[src/verilog/lsu_pkg.sv]
package lsu_pkg;

	// ----------------------------------------------------------------------
	// bus and ISA widths
	// ----------------------------------------------------------------------

	localparam int BEAT_BYTES = 8;

	typedef logic [31:0] addr_t;
	typedef logic [31:0] word_t;
	typedef logic [8*BEAT_BYTES-1:0] beat_t;
	typedef logic [BEAT_BYTES-1:0] strb_t;
	typedef logic [7:0] byte_t;

	// ----------------------------------------------------------------------
	// operation codes
	// ----------------------------------------------------------------------

	// bit 3 store, bits 2:1 size, bit 0 unsigned
	typedef logic [3:0] mem_op_t;

	// size field values
	localparam logic [1:0] SIZE_BYTE = 2'd0;
	localparam logic [1:0] SIZE_HALF = 2'd1;
	localparam logic [1:0] SIZE_WORD = 2'd2;

	// loads
	localparam mem_op_t OP_LB = 4'b0000;
	localparam mem_op_t OP_LBU = 4'b0001;
	localparam mem_op_t OP_LH = 4'b0010;
	localparam mem_op_t OP_LHU = 4'b0011;
	localparam mem_op_t OP_LW = 4'b0100;

	// stores
	localparam mem_op_t OP_SB = 4'b1000;
	localparam mem_op_t OP_SH = 4'b1010;
	localparam mem_op_t OP_SW = 4'b1100;

endpackage

[src/verilog/lsu_plan_if.sv]
`timescale 1ns/1ns

// planned access, stable from capture until done
interface lsu_plan_if;

	lsu_pkg::mem_op_t op;
	lsu_pkg::addr_t first_addr;
	lsu_pkg::addr_t second_addr;
	lsu_pkg::strb_t first_strb;
	lsu_pkg::strb_t second_strb;
	logic need_second;
	lsu_pkg::beat_t wdata;
	// low address bits, byte position inside the beat
	logic [2:0] offset;

	modport planner (
		output op, first_addr, second_addr, first_strb, second_strb,
		output need_second, wdata, offset
	);

	modport bus (
		input op, first_addr, second_addr, first_strb, second_strb,
		input need_second, wdata
	);

	modport lane (input first_strb, second_strb, need_second);

	modport load (input op, offset);

endinterface

[src/verilog/lsu_access_plan.sv]
`timescale 1ns/1ns

module lsu_access_plan (
	input logic clock,
	input logic reset,
	input logic req,
	input lsu_pkg::mem_op_t op,
	input lsu_pkg::addr_t addr,
	input lsu_pkg::word_t wdata,
	input logic busy,
	output logic start,
	lsu_plan_if.planner plan
);

	lsu_pkg::mem_op_t op_r;
	lsu_pkg::addr_t addr_r;
	lsu_pkg::word_t wdata_r;

	logic take;
	// access bytes relative to the aligned word
	logic [3:0] size_mask;
	// low nibble in this word, high nibble spills into the next word
	logic [7:0] spread;

	// byte k of the store data lands on beat byte (offset + k) mod 8
	function automatic lsu_pkg::beat_t place_bytes(
		input lsu_pkg::word_t data,
		input logic [2:0] offset
	);
		lsu_pkg::beat_t base;
		lsu_pkg::beat_t beat;
		logic [2:0] pos;
		base = {32'b0, data};
		beat = '0;
		for (int k = 0; k < lsu_pkg::BEAT_BYTES; k++) begin
			pos = offset + 3'(k);
			beat[8*pos +: 8] = base[8*k +: 8];
		end
		return beat;
	endfunction

	// ----------------------------------------------------------------------
	// request capture
	// ----------------------------------------------------------------------

	assign take = req && !busy;

	always_ff @(posedge clock) begin
		if (reset) begin
			start <= 1'b0;
		end else begin
			start <= take;
		end
	end

	always_ff @(posedge clock) begin
		if (take) begin
			op_r <= op;
			addr_r <= addr;
			wdata_r <= wdata;
		end
	end

	// ----------------------------------------------------------------------
	// transfer planning
	// ----------------------------------------------------------------------

	always_comb begin
		case (op_r[2:1])
			lsu_pkg::SIZE_BYTE: size_mask = 4'b0001;
			lsu_pkg::SIZE_HALF: size_mask = 4'b0011;
			default: size_mask = 4'b1111;
		endcase
	end

	assign spread = {4'b0000, size_mask} << addr_r[1:0];

	assign plan.op = op_r;
	assign plan.offset = addr_r[2:0];
	assign plan.first_addr = addr_r;
	assign plan.second_addr = {addr_r[31:2], 2'b00} + 32'd4;

	// any byte past the word boundary forces a second transfer
	assign plan.need_second = |spread[7:4];

	// upper word of the beat when address bit 2 is set
	assign plan.first_strb = addr_r[2] ? {spread[3:0], 4'b0000} : {4'b0000, spread[3:0]};

	// next word is the upper half of this beat or the lower half of the next
	assign plan.second_strb = addr_r[2] ? {4'b0000, spread[7:4]} : {spread[7:4], 4'b0000};

	assign plan.wdata = place_bytes(wdata_r, addr_r[2:0]);

endmodule

[src/verilog/lsu_bus_seq.sv]
`timescale 1ns/1ns

module lsu_bus_seq (
	input logic clock,
	input logic reset,
	lsu_plan_if.bus plan,
	input logic start,
	output logic arvalid,
	input logic arready,
	output lsu_pkg::addr_t araddr,
	input logic rvalid,
	output logic rready,
	output logic awvalid,
	input logic awready,
	output lsu_pkg::addr_t awaddr,
	output logic wvalid,
	input logic wready,
	output lsu_pkg::beat_t wdata,
	output lsu_pkg::strb_t wstrb,
	input logic bvalid,
	output logic bready,
	output logic busy,
	output logic first_beat,
	output logic final_beat,
	output logic store_done
);

	typedef enum logic [1:0] {
		R_IDLE,
		R_ADDR,
		R_DATA,
		R_SECOND_ADDR
	} rd_state_t;

	typedef enum logic [2:0] {
		W_IDLE,
		W_AW,
		W_W,
		W_B,
		W_SECOND_AW
	} wr_state_t;

	rd_state_t r_state;
	wr_state_t w_state;

	logic is_store;
	logic last_transfer;
	// high while the second transfer of a split access runs
	logic second;
	// covers the done cycle after the last handshake
	logic done_slot;
	logic r_shake;
	logic b_shake;

	assign is_store = plan.op[3];
	assign last_transfer = !plan.need_second || second;
	assign r_shake = (r_state == R_DATA) && rvalid;
	assign b_shake = (w_state == W_B) && bvalid;

	// ----------------------------------------------------------------------
	// read machine
	// ----------------------------------------------------------------------

	always_ff @(posedge clock) begin
		if (reset) begin
			r_state <= R_IDLE;
		end else begin
			case (r_state)
				R_IDLE: begin
					if (start && !is_store) begin
						r_state <= arready ? R_DATA : R_ADDR;
					end
				end
				R_ADDR, R_SECOND_ADDR: begin
					if (arready) begin
						r_state <= R_DATA;
					end
				end
				R_DATA: begin
					if (rvalid) begin
						r_state <= last_transfer ? R_IDLE : R_SECOND_ADDR;
					end
				end
				default: r_state <= R_IDLE;
			endcase
		end
	end

	// address is offered in the start cycle itself
	assign arvalid = (r_state == R_IDLE && start && !is_store)
		|| r_state == R_ADDR || r_state == R_SECOND_ADDR;
	assign rready = (r_state == R_DATA);
	assign araddr = second ? plan.second_addr : plan.first_addr;

	assign first_beat = r_shake && !last_transfer;
	assign final_beat = r_shake && last_transfer;

	// ----------------------------------------------------------------------
	// write machine
	// ----------------------------------------------------------------------

	always_ff @(posedge clock) begin
		if (reset) begin
			w_state <= W_IDLE;
		end else begin
			case (w_state)
				W_IDLE: begin
					if (start && is_store) begin
						w_state <= awready ? W_W : W_AW;
					end
				end
				W_AW, W_SECOND_AW: begin
					if (awready) begin
						w_state <= W_W;
					end
				end
				W_W: begin
					if (wready) begin
						w_state <= W_B;
					end
				end
				W_B: begin
					if (bvalid) begin
						w_state <= last_transfer ? W_IDLE : W_SECOND_AW;
					end
				end
				default: w_state <= W_IDLE;
			endcase
		end
	end

	assign awvalid = (w_state == W_IDLE && start && is_store)
		|| w_state == W_AW || w_state == W_SECOND_AW;
	assign wvalid = (w_state == W_W);
	assign bready = (w_state == W_B);
	assign awaddr = second ? plan.second_addr : plan.first_addr;
	assign wstrb = second ? plan.second_strb : plan.first_strb;
	// same beat on both transfers and the strobes pick the bytes
	assign wdata = plan.wdata;

	assign store_done = b_shake && last_transfer;

	// ----------------------------------------------------------------------
	// shared transfer flag and busy
	// ----------------------------------------------------------------------

	// set after the first handshake of a split access and cleared after the last
	always_ff @(posedge clock) begin
		if (reset) begin
			second <= 1'b0;
			done_slot <= 1'b0;
		end else begin
			if (r_shake || b_shake) begin
				second <= !last_transfer;
			end
			done_slot <= final_beat || store_done;
		end
	end

	assign busy = start || r_state != R_IDLE || w_state != W_IDLE || done_slot;

endmodule

[src/verilog/lsu_byte_lane.sv]
`timescale 1ns/1ns

module lsu_byte_lane #(
	parameter int LANE = 0
) (
	input logic clock,
	input logic reset,
	lsu_plan_if.lane plan,
	input lsu_pkg::beat_t rdata,
	input logic first_beat,
	output lsu_pkg::byte_t lane_byte
);

	localparam int HIGH = LANE + lsu_pkg::BEAT_BYTES / 2;

	lsu_pkg::byte_t from_first;
	lsu_pkg::byte_t from_second;
	lsu_pkg::byte_t held;

	// at most one of the two beat positions is strobed per transfer
	assign from_first = ({8{plan.first_strb[LANE]}} & rdata[8*LANE +: 8])
		| ({8{plan.first_strb[HIGH]}} & rdata[8*HIGH +: 8]);
	assign from_second = ({8{plan.second_strb[LANE]}} & rdata[8*LANE +: 8])
		| ({8{plan.second_strb[HIGH]}} & rdata[8*HIGH +: 8]);

	always_ff @(posedge clock) begin
		if (reset) begin
			held <= '0;
		end else if (first_beat) begin
			held <= from_first;
		end
	end

	// split load: held byte or live second beat, zero where not strobed
	assign lane_byte = plan.need_second ? (held | from_second) : from_first;

endmodule

[src/verilog/lsu_load_format.sv]
`timescale 1ns/1ns

module lsu_load_format (
	input logic clock,
	input logic reset,
	lsu_plan_if.load plan,
	input lsu_pkg::byte_t lane_bytes [4],
	input logic final_beat,
	input logic store_done,
	output logic done,
	output lsu_pkg::word_t load_data
);

	lsu_pkg::word_t gathered;
	lsu_pkg::word_t rotated;
	lsu_pkg::word_t formatted;
	logic [63:0] doubled;

	assign gathered = {lane_bytes[3], lane_bytes[2], lane_bytes[1], lane_bytes[0]};

	// bring the lane of access byte 0 down to bits 7:0
	assign doubled = {gathered, gathered} >> (8 * plan.offset[1:0]);
	assign rotated = doubled[31:0];

	always_comb begin
		case (plan.op[2:1])
			lsu_pkg::SIZE_BYTE: begin
				formatted = plan.op[0] ? {24'b0, rotated[7:0]}
					: {{24{rotated[7]}}, rotated[7:0]};
			end
			lsu_pkg::SIZE_HALF: begin
				formatted = plan.op[0] ? {16'b0, rotated[15:0]}
					: {{16{rotated[15]}}, rotated[15:0]};
			end
			default: formatted = rotated;
		endcase
	end

	always_ff @(posedge clock) begin
		if (final_beat) begin
			load_data <= formatted;
		end
	end

	always_ff @(posedge clock) begin
		if (reset) begin
			done <= 1'b0;
		end else begin
			done <= final_beat || store_done;
		end
	end

endmodule

[src/verilog/lsu_top.sv]
`timescale 1ns/1ns

module lsu_top (
	input logic clock,
	input logic reset,
	// request and result
	input logic req,
	input lsu_pkg::mem_op_t op,
	input lsu_pkg::addr_t addr,
	input lsu_pkg::word_t store_data,
	output logic busy,
	output logic done,
	output lsu_pkg::word_t load_data,
	// read channels
	output logic arvalid,
	input logic arready,
	output lsu_pkg::addr_t araddr,
	input logic rvalid,
	output logic rready,
	input lsu_pkg::beat_t rdata,
	// write channels
	output logic awvalid,
	input logic awready,
	output lsu_pkg::addr_t awaddr,
	output logic wvalid,
	input logic wready,
	output lsu_pkg::beat_t wdata,
	output lsu_pkg::strb_t wstrb,
	input logic bvalid,
	output logic bready
);

	logic start;
	logic first_beat;
	logic final_beat;
	logic store_done;
	lsu_pkg::byte_t lane_bytes [4];

	lsu_plan_if plan ();

	lsu_access_plan u_plan (
		.clock(clock),
		.reset(reset),
		.req(req),
		.op(op),
		.addr(addr),
		.wdata(store_data),
		.busy(busy),
		.start(start),
		.plan(plan.planner)
	);

	lsu_bus_seq u_seq (
		.clock(clock),
		.reset(reset),
		.plan(plan.bus),
		.start(start),
		.arvalid(arvalid),
		.arready(arready),
		.araddr(araddr),
		.rvalid(rvalid),
		.rready(rready),
		.awvalid(awvalid),
		.awready(awready),
		.awaddr(awaddr),
		.wvalid(wvalid),
		.wready(wready),
		.wdata(wdata),
		.wstrb(wstrb),
		.bvalid(bvalid),
		.bready(bready),
		.busy(busy),
		.first_beat(first_beat),
		.final_beat(final_beat),
		.store_done(store_done)
	);

	// one lane per byte of the loaded word
	for (genvar i = 0; i < 4; i++) begin : g_lane
		localparam int LANE = i;

		lsu_byte_lane #(.LANE(LANE)) u_lane (
			.clock(clock),
			.reset(reset),
			.plan(plan.lane),
			.rdata(rdata),
			.first_beat(first_beat),
			.lane_byte(lane_bytes[i])
		);
	end

	lsu_load_format u_format (
		.clock(clock),
		.reset(reset),
		.plan(plan.load),
		.lane_bytes(lane_bytes),
		.final_beat(final_beat),
		.store_done(store_done),
		.done(done),
		.load_data(load_data)
	);

endmodule
[config.mk]
export PLATFORM = sky130hd
export DESIGN_NAME = lsu_top
export DESIGN_NICKNAME = d
export VERILOG_FILES = /design/src/verilog/lsu_pkg.sv /design/src/verilog/lsu_plan_if.sv /design/src/verilog/lsu_access_plan.sv /design/src/verilog/lsu_bus_seq.sv /design/src/verilog/lsu_byte_lane.sv /design/src/verilog/lsu_load_format.sv /design/src/verilog/lsu_top.sv
export SDC_FILE = /design/constraint.sdc
export NUM_CORES = 1
export LEC_CHECK = 0
export BUFFER_PORTS_ARGS = -buffer_cell sky130_fd_sc_hd__buf_2
export CAP_MARGIN = 20
export CORE_ASPECT_RATIO = 1.2
export CORE_UTILIZATION = 39
export DETAILED_ROUTE_END_ITERATION = 16
export PLACE_DENSITY = 0.75
export SYNTH_ARGS = -nofsm -noshare
export SYNTH_HDL_FRONTEND = slang
export SYNTH_SLANG_ARGS = --single-unit
[constraint.sdc]
create_clock -name clock -period 8.85 [get_ports clock]
set_input_delay 0.4425 -clock clock [delete_from_list [all_inputs] [get_ports clock]]
set_output_delay 0.4425 -clock clock [all_outputs]
set_load 0.02 [all_outputs]
==> flow_summary.ini <==
[placement]
dpl_worst_slack_ns = 4.14
port_buffers = 314
place.gp.congestion = 1.15
post-dp-hpwl_mm = 32.5
dp_cells = 1907
placed_area_um2 = 12700

[worst_hold_path]
hold_start = store_data[30]
hp-class = input pin to flop
hold_depth = 1
worstHoldEndpoint = u_plan.wdata_r[30]$_DFFE_PP_

[timing]
drv_slew = 0
setup_viol = 0
tightest_slew_ns = 1.12
whs_ns = 0.182
max_slew_margin = 0.252
rsz0062_at_grt = false
finalHoldViolCount = 0
fmax_mhz = 191
fin_tns_setup_ns = 0
min_period_ns = 5.24
fin_skew_ns = 0.00986
timing.final.crit_share = 0.592
finalWorstSetupSlack_ns = 3.61

[synth]
yosys.area.top_type = edfxtp_1
syn_nets = 1515
yosys.cell_types.count = 86
async_flop_share = 0
synth.cells.most_frequent = 180 x nand2_1, 131 x a21oi_1, 118 x nand3_1
netlist_area_um2 = 11300
yosysSeqAreaShare = 0.336
yosysWarnings = 0
synth_seq_cells = 140
synthCells = 1350
synth_area_leaders = edfxtp_1 27%, dfxtp_1 7.1%, nand2_1 6.0%
synthFlopType = edfxtp_1
yosysTopAreaCellShare = 0.265
synth.most_common_cell = nand2_1
syn_area_per_cell_um2 = 8.38
synth-edff-count = 100

[detailed_routing]
firstDrtPassIters = 7
detail-route-antenna-nets = 0
vias = 11962
wl_per_cell_um = 22.5
drtIter0Drc = 1309
routed_wl_mm = 43.6
drcViolationCount = 0
viasPerCell = 6.16

[finish]
area_delta_synth_final_pct = 16.8
nets = 1713
stdcell_count = 1941
fillers = 2791
final_core_util = 0.468
final_area_um2 = 13200
drive_above_1_share = 0.265

[cts]
clk_pin_slew_ns = 0.06
post_cts_resized = 0
clk_latency_ns = 0.43
htreeDepth = 4
holdBufCountCts = 0
cts_buffers = 17
root_buffer = clkbuf_16
clock_path_buffers = 2
cts.sinks = 140
cts_setup_buffers = 0
cts_tree = built

[critical_path]
rr_worst_depth = 9
crit_path_start_kind = flop
crit_chain = buf_4 > clkinv_1 > ha_1 > ha_1 > inv_1 > a311oi_1 > a22oi_1 > nor2_1 > a311oi_1 > nor3_1 > buf_2
crit_path_top_delay_cell = buf_4
cp-end-kind = output pin
max_stage_delay_ns = 0.68
worstReg2RegEnd = u_format.load_data[20]$_DFFE_PP_
rrSetupSlack_ns = 4.29
r2r_start = u_plan.plan.first_addr[2]$_DFFE_PP_
cp.required_ns = 8.41
critPathMaxFanout = 70
worstPathArrival_ns = 4.79
path_class = flop to output pin

[power_and_ir_drop]
p_leak_nw = 5.13
vdd.ir_drop.worst_uv = 147
power_density_nw_per_um2 = 187
total_power_mw = 2.47

[floorplan]
initial_utilization = 0.401
fp.dieW_um = 158
die_area_um2 = 29700
row_count = 67
core_um2 = 28300
num_io_pins = 315
die_h_um = 189

[global_routing]
track_usage = 0.291
antenna_found_initial = 3
grt_pass1_wl_mm = 65.2
overflow = 0
grt_max_degree = 71
grt_pass1_vias = 11110

[run]
maxCapViolCount = 0

[status]
outcome = completed
logic make-up after synthesis:
group / count (synthesis) / share of synthesized area
AOI/OAI and AO/OA: 392 / 0.243
xor gates and xnor gates: 29 / 0.0241
adders and majority gates: 25 / 0.0276
buffers and inverters: 162 / 0.0777
DFF: 140 / 0.336
muxes: 62 / 0.0573
and+or+nand+nor: 540 / 0.234
worst max-delay path, delay by kind of cell, from the launching register on:
family | cells | cell delay [ns]
buffers and inverters | 4 | 1.70
AOI/OAI and AO/OA | 3 | 0.94
adders and majority gates | 2 | 1.03
DFF | 1 | 0.32
and+or+nand+nor | 2 | 0.37
where the power goes:
group | total (mW) | switching, mW | leakage [nW] | internal, mW
clock | 0.662 | 0.280 | 0.258 | 0.382
sequential | 0.836 | 0.0705 | 1.26 | 0.766
combinational | 0.972 | 0.672 | 3.61 | 0.300
total | 2.47 | 1.02 | 5.13 | 1.45
state kept, by name, summed over array words and instances (netlist names):
name	count
u_plan.wdata_r	32
u_seq.second	1
u_plan.plan.first_addr	32
g_lane.u_lane.held	32
u_seq.w_state	3
u_format.load_data	32
u_seq.done_slot	1
u_plan.plan.op	4
u_plan.start	1
u_seq.r_state	2
area by class of cell:
class	instances	area (um2)	area share
inverters	14	52.6	0.00398
clock buffers	19	433	0.0328
flip-flops and latches	140	3800	0.288
clock inverters	12	98.8	0.00748
multi-input cells	1048	6660	0.504
well taps	379	474	0.0359
diodes	2	5.00	0.000379
repair buffers	327	1690	0.128
layout by cell type (no fill, tap or decap), types with 13 or more instances in the layout:
cell type  instances
nor2_1            82
nand2_1          180
clkbuf_16         17
a222oi_1          15
nor3_1            37
xnor2_1           24
edfxtp_1         100
o21ai_0           26
a31oi_1           13
a22oi_1           18
dfxtp_1           40
o211ai_1          43
a21oi_1          131
and3_1            18
mux2_2            19
nor2b_1           18
buf_2            314
nand4_1           16
nand3_1          118
mux2i_1           42
a211oi_1          25
ha_1              25
and2_1            18
o311ai_0          20
metal layers:
layer / wire, um / track usage
met5: 27 / 0
met4: 2630 / 0.178
met3: 3710 / 0.0628
met2: 20700 / 0.476
met1: 16500 / 0.345
worst max-delay path by stage:
stage | start | end
after floorplan | u_seq.w_state[1]$_SDFFE_PP0P_ | u_plan.plan.first_addr[0]$_DFFE_PP_
after global placement | u_plan.plan.first_addr[2]$_DFFE_PP_ | wdata[48]
after detailed placement | u_plan.plan.first_addr[2]$_DFFE_PP_ | wdata[48]
after CTS | u_plan.plan.first_addr[2]$_DFFE_PP_ | wdata[48]
after global routing | u_plan.plan.first_addr[2]$_DFFE_PP_ | wdata[48]
final | u_plan.plan.first_addr[2]$_DFFE_PP_ | wdata[51]
Note: power is estimated with default switching activity, not from simulation.
